<file path="config.mk">
export PLATFORM = sky130hd
export DESIGN_NAME = lc3Control
export DESIGN_NICKNAME = d
export VERILOG_FILES = /design/src/rtl/lc3Pkg.sv /design/src/rtl/lc3Control.sv
export SDC_FILE = /design/constraint.sdc
export NUM_CORES = 1
export LEC_CHECK = 0
export BUFFER_PORTS_ARGS = -buffer_cell sky130_fd_sc_hd__buf_2
export CORE_MARGIN = 1.5
export CORE_UTILIZATION = 30
export DETAILED_ROUTE_END_ITERATION = 6
export PLACE_DENSITY = 0.61
export SETUP_SLACK_MARGIN = 0.15
export SLEW_MARGIN = 20
export SYNTH_ARGS = -nofsm -noshare
export SYNTH_HDL_FRONTEND = slang
export SYNTH_SLANG_ARGS = --single-unit
</file>
<file path="constraint.sdc">
create_clock -name Clk -period 2.4 [get_ports Clk]
set_input_delay 0.6 -clock Clk [delete_from_list [all_inputs] [get_ports Clk]]
set_output_delay 0.6 -clock Clk [all_outputs]
set_load 0.02 [all_outputs]
</file>
<file path="src/rtl/lc3Pkg.sv">
package lc3Pkg;

    // word, memory and register file sizes
    localparam int wordW    = 16;
    localparam int memDepth = 256;
    localparam int memAw    = $clog2(memDepth);
    localparam int regCnt   = 8;
    localparam int ledW     = 12;

    // pc input select
    localparam logic [1:0] pcInc   = 2'd0;
    localparam logic [1:0] pcBus   = 2'd1;
    localparam logic [1:0] pcAdder = 2'd2;

    // address adder offset select
    localparam logic [1:0] addr2Zero  = 2'd0;
    localparam logic [1:0] addr2Off6  = 2'd1;
    localparam logic [1:0] addr2Off9  = 2'd2;
    localparam logic [1:0] addr2Off11 = 2'd3;

    // LC-3 encodings, PAUSE sits on the TRAP-free slot 1101
    typedef enum logic [3:0] {
        opBr    = 4'b0000,
        opAdd   = 4'b0001,
        opLd    = 4'b0010,
        opSt    = 4'b0011,
        opAnd   = 4'b0101,
        opNot   = 4'b1001,
        opJmp   = 4'b1100,
        opPause = 4'b1101,
        opLea   = 4'b1110
    } opcodeE;

    typedef enum logic [4:0] {
        sFetch1, sFetch2, sFetch3, sDecode,
        sAdd, sAnd, sNot,
        sBr, sBrTaken, sJmp, sLea,
        sLd1, sLd2, sLd3,
        sSt1, sSt2, sSt3,
        sPause
    } stateE;

    typedef enum logic [1:0] {
        aluAdd, aluAnd, aluNot, aluPass
    } aluOpE;

    typedef struct packed {
        logic       ldMar;
        logic       ldMdr;
        logic       ldIr;
        logic       ldBen;
        logic       ldCc;
        logic       ldReg;
        logic       ldPc;
        logic       ldLed;
        logic       gatePc;
        logic       gateMdr;
        logic       gateAlu;
        logic       gateMarMux;
        logic       sr1Mux;
        logic       addr1Mux;
        logic [1:0] addr2Mux;
        logic [1:0] pcMux;
        aluOpE      aluK;
        logic       mioEn;
        logic       memWe;
    } ctrlT;

endpackage

</file>
<file path="src/rtl/lc3Control.sv">
module lc3Control (
    input  logic                      Clk,
    input  logic                      arstN,
    input  logic [lc3Pkg::wordW-1:0]  ir,
    input  logic                      ben,
    input  logic                      cont,
    output lc3Pkg::ctrlT              ctrl,
    output logic                      halted
);

    lc3Pkg::stateE  state;
    lc3Pkg::stateE  stateNext;
    lc3Pkg::opcodeE opcode;

    assign opcode = lc3Pkg::opcodeE'(ir[15:12]);
    assign halted = (state == lc3Pkg::sPause);

    always_ff @(posedge Clk or negedge arstN) begin
        if (!arstN) begin
            state <= lc3Pkg::sFetch1;
        end else begin
            state <= stateNext;
        end
    end

    always_comb begin
        stateNext = lc3Pkg::sFetch1;
        case (state)
            lc3Pkg::sFetch1: stateNext = lc3Pkg::sFetch2;
            lc3Pkg::sFetch2: stateNext = lc3Pkg::sFetch3;
            lc3Pkg::sFetch3: stateNext = lc3Pkg::sDecode;
            lc3Pkg::sDecode: begin
                case (opcode)
                    lc3Pkg::opAdd:   stateNext = lc3Pkg::sAdd;
                    lc3Pkg::opAnd:   stateNext = lc3Pkg::sAnd;
                    lc3Pkg::opNot:   stateNext = lc3Pkg::sNot;
                    lc3Pkg::opBr:    stateNext = lc3Pkg::sBr;
                    lc3Pkg::opJmp:   stateNext = lc3Pkg::sJmp;
                    lc3Pkg::opLea:   stateNext = lc3Pkg::sLea;
                    lc3Pkg::opLd:    stateNext = lc3Pkg::sLd1;
                    lc3Pkg::opSt:    stateNext = lc3Pkg::sSt1;
                    lc3Pkg::opPause: stateNext = lc3Pkg::sPause;
                    // unknown opcode runs as a no-op
                    default:         stateNext = lc3Pkg::sFetch1;
                endcase
            end
            lc3Pkg::sBr:     stateNext = ben ? lc3Pkg::sBrTaken : lc3Pkg::sFetch1;
            lc3Pkg::sLd1:    stateNext = lc3Pkg::sLd2;
            lc3Pkg::sLd2:    stateNext = lc3Pkg::sLd3;
            lc3Pkg::sSt1:    stateNext = lc3Pkg::sSt2;
            lc3Pkg::sSt2:    stateNext = lc3Pkg::sSt3;
            lc3Pkg::sPause:  stateNext = cont ? lc3Pkg::sFetch1 : lc3Pkg::sPause;
            default:         stateNext = lc3Pkg::sFetch1;
        endcase
    end

    // control word per state, everything idle unless set below
    always_comb begin
        ctrl = '0;
        case (state)
            lc3Pkg::sFetch1: begin
                ctrl.gatePc = 1'b1;
                ctrl.ldMar  = 1'b1;
                ctrl.ldPc   = 1'b1;
                ctrl.pcMux  = lc3Pkg::pcInc;
            end
            lc3Pkg::sFetch3: begin
                ctrl.ldMdr = 1'b1;
                ctrl.mioEn = 1'b1;
            end
            lc3Pkg::sDecode: begin
                ctrl.gateMdr = 1'b1;
                ctrl.ldIr    = 1'b1;
                ctrl.ldBen   = 1'b1;
            end
            lc3Pkg::sAdd, lc3Pkg::sAnd, lc3Pkg::sNot: begin
                ctrl.gateAlu = 1'b1;
                ctrl.ldReg   = 1'b1;
                ctrl.ldCc    = 1'b1;
                if (state == lc3Pkg::sAdd) begin
                    ctrl.aluK = lc3Pkg::aluAdd;
                end else if (state == lc3Pkg::sAnd) begin
                    ctrl.aluK = lc3Pkg::aluAnd;
                end else begin
                    ctrl.aluK = lc3Pkg::aluNot;
                end
            end
            lc3Pkg::sBrTaken: begin
                ctrl.addr2Mux = lc3Pkg::addr2Off9;
                ctrl.pcMux    = lc3Pkg::pcAdder;
                ctrl.ldPc     = 1'b1;
            end
            lc3Pkg::sJmp: begin
                // base register plus zero through the adder
                ctrl.addr1Mux = 1'b1;
                ctrl.addr2Mux = lc3Pkg::addr2Zero;
                ctrl.pcMux    = lc3Pkg::pcAdder;
                ctrl.ldPc     = 1'b1;
            end
            lc3Pkg::sLea: begin
                // lea leaves the condition codes alone
                ctrl.addr2Mux   = lc3Pkg::addr2Off9;
                ctrl.gateMarMux = 1'b1;
                ctrl.ldReg      = 1'b1;
            end
            lc3Pkg::sLd1, lc3Pkg::sSt1: begin
                ctrl.addr2Mux   = lc3Pkg::addr2Off9;
                ctrl.gateMarMux = 1'b1;
                ctrl.ldMar      = 1'b1;
            end
            lc3Pkg::sLd3: begin
                ctrl.mioEn   = 1'b1;
                ctrl.ldMdr   = 1'b1;
                ctrl.gateMdr = 1'b1;
                ctrl.ldReg   = 1'b1;
                ctrl.ldCc    = 1'b1;
            end
            lc3Pkg::sSt2: begin
                // source register rides the alu pass-through into the MDR
                ctrl.sr1Mux  = 1'b1;
                ctrl.aluK    = lc3Pkg::aluPass;
                ctrl.gateAlu = 1'b1;
                ctrl.ldMdr   = 1'b1;
            end
            lc3Pkg::sSt3: begin
                ctrl.mioEn = 1'b1;
                ctrl.memWe = 1'b1;
            end
            lc3Pkg::sPause: begin
                ctrl.ldLed = 1'b1;
            end
            default: begin
                ctrl = '0;
            end
        endcase
    end

endmodule

</file>
==> metrics.yaml, run 1 <==
vias_per_cell: 4.94
synth.cell_area_um2: 703
worstSetupEndpointType: "output port"
grt_setup_unrepaired: "false"
worstSetupStartpointType: "register"
critical_path_required_ns: 1.80
setup_viol: 0
dp_hpwl_um: 1300
synth_ff_type: "dfrtp_1"
worstPathArrival_ns: 1.59
synthSimpleGateAreaFrac_pct: 40.4
ys_types: 42
synth_edf_count: 0
seqCellArea_um2: 128
maxCapViolations: 0
routed_wirelength_um: 1840
synth_compound_area_share_pct: 22.4
drtIter0Drc: 12
syn_to_final_growth_pct: 34.9
h-tree-depth: 1
synth_seq_cells: 5
crit_slowest_cell: "or4b_4"
place.gp.congestion: 0.736
grt_pass1_wl_um: 3000
hold_viol: 0
pwr-share-clk_pct: 8.2
combPwrFrac_pct: 79.1
synth_top_family_by_area: "simple AND/OR/NAND/NOR gates"
p_sw_share_pct: 51.9
yosys.area.top_type: "dfrtp_1"
root_buffer: "clkbuf_4"
fmax_ghz: 0.457
worst-path-buf-inv: 2
p_int_mw: 0.584
layout-drive-gt1-share_pct: 37.4
drt_pass1_iterations: 4
cts.sinks: 5
top_register: "state"
die_y_um: 51.4
nets: 152
ioPinCount: 43
seq_area_frac_synth_pct: 17.8
grt-ovfl-total: 0
crit_path_frequent_cell: "buf_4"
clk_pin_slew_ns: 0.05
netlist_instances: 100
ctsHoldBuffers: 0
cts_tree: "done"
numCtsBuffers: 3
core_area_um2: 2210
fp.dieW_um: 51.4
final_common_cell: "buf_2"
setup_tns_ns: 0
async_reset_ff_share_pct: 100
p_sw_mw: 0.629
synth.avg_cell_area_um2: 7.03
ant_nets: 0
synth.area.mux_share_pct: 2.85
path_cells: "buf_4 -> or4b_4 -> o22ai_1 -> buf_4"
dieArea_um2: 2640
power_leakage_nw: 0.502
power_density_nw_per_um2: 1280
antenna_found_initial: 0
totalPowerFinal_mw: 1.21
multi_input_area_um2: 507
reg.largest.list: "state: 5 flops"
grt_pass1_vias: 720
min_path_type: "in2async"
synth_top_cells_by_area: "dfrtp_1 (18%), nor2_1 (6.4%), nor2b_1 (5.3%)"
antenna_cells: 0
wire_per_inst_um: 11.6
io_buffers: 28
largest_reg_flops: 5
row_count: 17
yosysWarningCount: 0
path_delay_family: "simple AND/OR/NAND/NOR gates"
synth_xor_area_share_pct: 2.49
synth_top_area_share_pct: 17.8
crit_fanout: 7
initial_core_util_pct: 31.8
seqPwrFrac_pct: 12.7
final_cell_mix: "buf_2 (27), nor2_1 (12), buf_4 (11)"
grt_max_degree: 23
vdd_ir_drop_max_mv: 0.668
critPathMaxStageDelay_ns: 0.51
period_needed_ns: 2.19
fin_crit_sh_pct: 91.3
final_max_slew_viol_count: 0
drc_errors: 0
grt_usage_pct: 15.1
outcome: "finished clean"
vias: 785
finalClockSkew_ns: 0.00377
synthAdderAreaFrac_pct: 1.42
critical_path_class: "reg2out"
fillers: 247
cts_buffer_depth: 2
reg2reg_slack_ns: 0.90
insertion_delay_ns: 0.25
[metal layers]
| metal | share of wire (%) | GRT usage (%) | routed length [um] | vias to the layer above |
|---|---|---|---|---|
| met5 | 0 | 0 | 0 | - |
| met4 | 0 | 7.46 | 0 | 0 |
| met3 | 5.4 | 3.80 | 100 | 0 |
| met2 | 49 | 24.6 | 908 | 22 |
| met1 | 45 | 18.2 | 829 | 353 |
| li1 | - | - | - | 410 |
[final timing paths]
check | cells past startpoint | endpoint | startpoint
max reg2reg | 5 | state[4] | state[4]
min reg2reg | 2 | state[1] | state[4]
min in group Clk | 2 | state[1] | state[4]
min | 1 | state[1] | arstN
max in group asynchronous | 1 | state[0] | arstN
max | 4 | ctrl[1] | state[4]
[cells in the mapped netlist, types with 2 or more instances]
| cell | number |
|---|---|
| dfrtp_1 | 5 |
| nor3b_1 | 3 |
| buf_2 | 5 |
| nor3_1 | 7 |
| inv_1 | 3 |
| nor2b_1 | 6 |
| a21oi_1 | 6 |
| nand2_1 | 6 |
| buf_4 | 4 |
| and3b_1 | 3 |
| clkbuf_1 | 3 |
| mux2i_1 | 2 |
| nand2b_1 | 2 |
| o21bai_1 | 2 |
| o21ai_1 | 2 |
| and3_1 | 4 |
| nor2_1 | 12 |
[kinds of logic (layout without fill, tap and decap cells)]
family / count (synthesis) / after routing
other: 1 / 2
xor gates and xnor gates: 2 / 2
and+or+nand+nor: 50 / 50
adders and majority gates: 1 / 1
muxes: 2 / 2
DFF: 5 / 5
AOI/OAI and AO/OA: 22 / 22
buffers and inverters: 17 / 47
[layout make-up]
class / count / area share (%)
well taps: 28 / 3.69
multi-input cells: 79 / 53.4
clock buffers: 4 / 2.77
flip-flops and latches: 5 / 13.5
inverters: 4 / 1.58
repair buffers: 39 / 25.1
[worst reg2reg max path, stage by stage, from the launching register on]
cell and delay [ns]:
dfrtp_1 0.35, buf_4 0.15, or4b_4 0.51, buf_4 0.16, o32ai_2 0.11, a32o_1 0.16
[stage by stage]
| step | hold slack (ns) | cell area [um2] | setup slack [ns] | cells | util, % |
|---|---|---|---|---|---|
| 2_1_floorplan | 0.304 | 707 | 0.276 | 101 | - |
| 5_1_grt | 0.145 | 948 | 0.146 | 159 | 42.9 |
| 4_1_cts | 0.148 | 893 | 0.191 | 155 | 40.4 |
| 3_5_place_dp | 0.418 | 850 | 0.293 | 149 | 38.4 |
| 6_report | 0.157 | 948 | 0.210 | 159 | 42.9 |
| 3_3_place_gp | 0.415 | 850 | 0.313 | 149 | 38.4 |
[power groups by stage]
stage | logic, mW | registers (mW) | clock network, mW
after global routing | 1.05 | 0.157 | 0.114
after floorplan | 0.656 | 0.142 | 0
after detailed placement | 0.801 | 0.198 | 0
after CTS | 0.856 | 0.174 | 0.107
final | 0.959 | 0.154 | 0.0999
after global placement | 0.790 | 0.196 | 0
[repair_timing]
action / in CTS / in global routing
hold endpoints to repair: 0 / 0
setup endpoints to repair: 6 / 5
pin swaps: 0 / 0
setup buffers: 2 / 4
resized for setup: 2 / 3
(Power assumes the default switching activity.)
==> inputs of run 2 (changes only) <==
- MAX_ROUTING_LAYER: not set -> met4
==> metrics.yaml, run 2 (same netlist as run 1, synthesis figures left out) <==
outcome: "finished clean"
place.gp.congestion: 0.745  # +1.2%
drt_pass1_iterations: 4  # unchanged
multi_input_area_um2: 502  # -0.99%
critPathMaxStageDelay_ns: 0.51  # about the same
dieArea_um2: 2640  # unchanged
final_common_cell: "buf_2"
grt_pass1_vias: 722  # +0.28%
antenna_found_initial: 0  # unchanged
finalClockSkew_ns: 0.00264  # -0.00114 ns
vias_per_cell: 4.97  # +0.64%
root_buffer: "clkbuf_4"
post-route-util_pct: 42.6  # -0.23 points
stdcell_area_um2: 943  # -0.53%
fin_crit_sh_pct: 92.0  # +0.70 points
worst-path-buf-inv: 2  # unchanged
fp.dieW_um: 51.4  # unchanged
grt_usage_pct: 15.3  # +0.21 points
period_needed_ns: 2.21  # +0.0167 ns
syn_to_final_growth_pct: 34.2
min_path_type: "in2async"
path_cells: "buf_4 -> or4b_4 -> o22ai_1 -> buf_4"
critical_path_class: "reg2out"
drc_errors: 0  # unchanged
setup_tns_ns: 0  # unchanged
cts.sinks: 5  # unchanged
insertion_delay_ns: 0.25  # about the same
initial_core_util_pct: 31.8  # unchanged
hold_viol: 0  # unchanged
power_leakage_nw: 0.499  # -0.64%
top_register: "state"
layout-drive-gt1-share_pct: 36.6  # -0.76 points
setup_viol: 0  # unchanged
holdWs_ns: 0.153  # -0.00349 ns
fmax_ghz: 0.453  # -0.76%
pre_cts_slack_ns: 0.293  # unchanged
row_count: 17  # unchanged
cts_buffer_depth: 2  # unchanged
fillers: 248  # +0.40%
ioPinCount: 43  # unchanged
routed_wirelength_um: 1850  # +0.82%
worstSetupStartpointType: "register"
worstSetupEndpointType: "output port"
ant_nets: 0  # unchanged
critical_path_required_ns: 1.80  # about the same
io_buffers: 28  # unchanged
crit_slowest_cell: "or4b_4"
grt_max_degree: 23  # unchanged
drtIter0Drc: 15  # +3
cts_tree: "done"
worstPathArrival_ns: 1.61  # +0.02 ns
dp_hpwl_um: 1300  # unchanged
antenna_cells: 0  # unchanged
final.setup.worst_slack_ns: 0.193  # -0.0167 ns
grt_setup_unrepaired: "false"
die_y_um: 51.4  # unchanged
reg.largest.list: "state: 5 flops"
clk_pin_slew_ns: 0.05  # about the same
power_density_nw_per_um2: 1280  # +0.22%
grt-ovfl-total: 0  # unchanged
grt_pass1_wl_um: 2990  # -0.23%
final_max_slew_viol_count: 0  # unchanged
vdd_ir_drop_max_mv: 0.662  # -0.96%
maxCapViolations: 0  # unchanged
crit_path_frequent_cell: "buf_4"
seqCellArea_um2: 128  # unchanged
largest_reg_flops: 5  # unchanged
vias: 790  # +0.64%
place_area_um2: 850  # unchanged
crit_fanout: 7  # unchanged
core_area_um2: 2210  # unchanged
wire_per_inst_um: 11.7  # +0.82%
final_cell_mix: "buf_2 (27), nor2_1 (12), buf_4 (11)"
h-tree-depth: 1  # unchanged
path_delay_family: "simple AND/OR/NAND/NOR gates"
nets: 152  # unchanged
numCtsBuffers: 3  # unchanged
## run 2: changes by cell type in the layout (fill, tap and decap cells not counted)
cell     delta
nor3b_2     -1
nor3b_1     +1
## run 2: repair_timing
| action | in CTS | in global routing |
|---|---|---|
| buffers inserted | 2 | 4 |
| hold buffers | 0 | 0 |
| setup endpoints to repair | 6 | 3 |
| resized for setup | 2 | 2 |
| gates cloned | 0 | 0 |
## run 2: metal layers
layer | global-route usage, % | part of all wire [%]
met1 | 18.2 | 46
met2 | 24.6 | 47
met3 | 2.92 | 5.6
met4 | 7.46 | 1.5
met5 | - | 0
## run 2: report_power, final
group	total, mW	switching [mW]	internal (mW)
Clock	0.102	0.0388	0.0631
Sequential	0.153	0.0334	0.120
Combinational	0.954	0.557	0.397
Total	1.21	0.629	0.580
## run 2: final cells by class
type	instances	share of cell area, %
multi-input combinational	79	53.2
timing repair buffer	39	25.2
sequential	5	13.5
tap	28	3.71
clock buffer	4	2.79
inverter	4	1.59
## run 2: final timing paths
path / startpoint / to / slack (ns) / cells after the start
worst max register to register: state[4] / state[4] / 0.88 / 5
max in group asynchronous: arstN / state[0] / 2.11 / 1
worst min register to register: state[4] / state[1] / 0.61 / 2
min in group Clk: state[4] / state[1] / 0.61 / 2
worst max-delay path: state[4] / ctrl[1] / 0.19 / 4
worst min-delay path: arstN / state[1] / 0.15 / 1
## run 2: metrics by stage
step,total power [mW],instances
floorplan,0.798,101
global placement,0.987,149
detailed placement,0.999,149
CTS,1.14,155
global route,1.31,159
finish,1.21,159
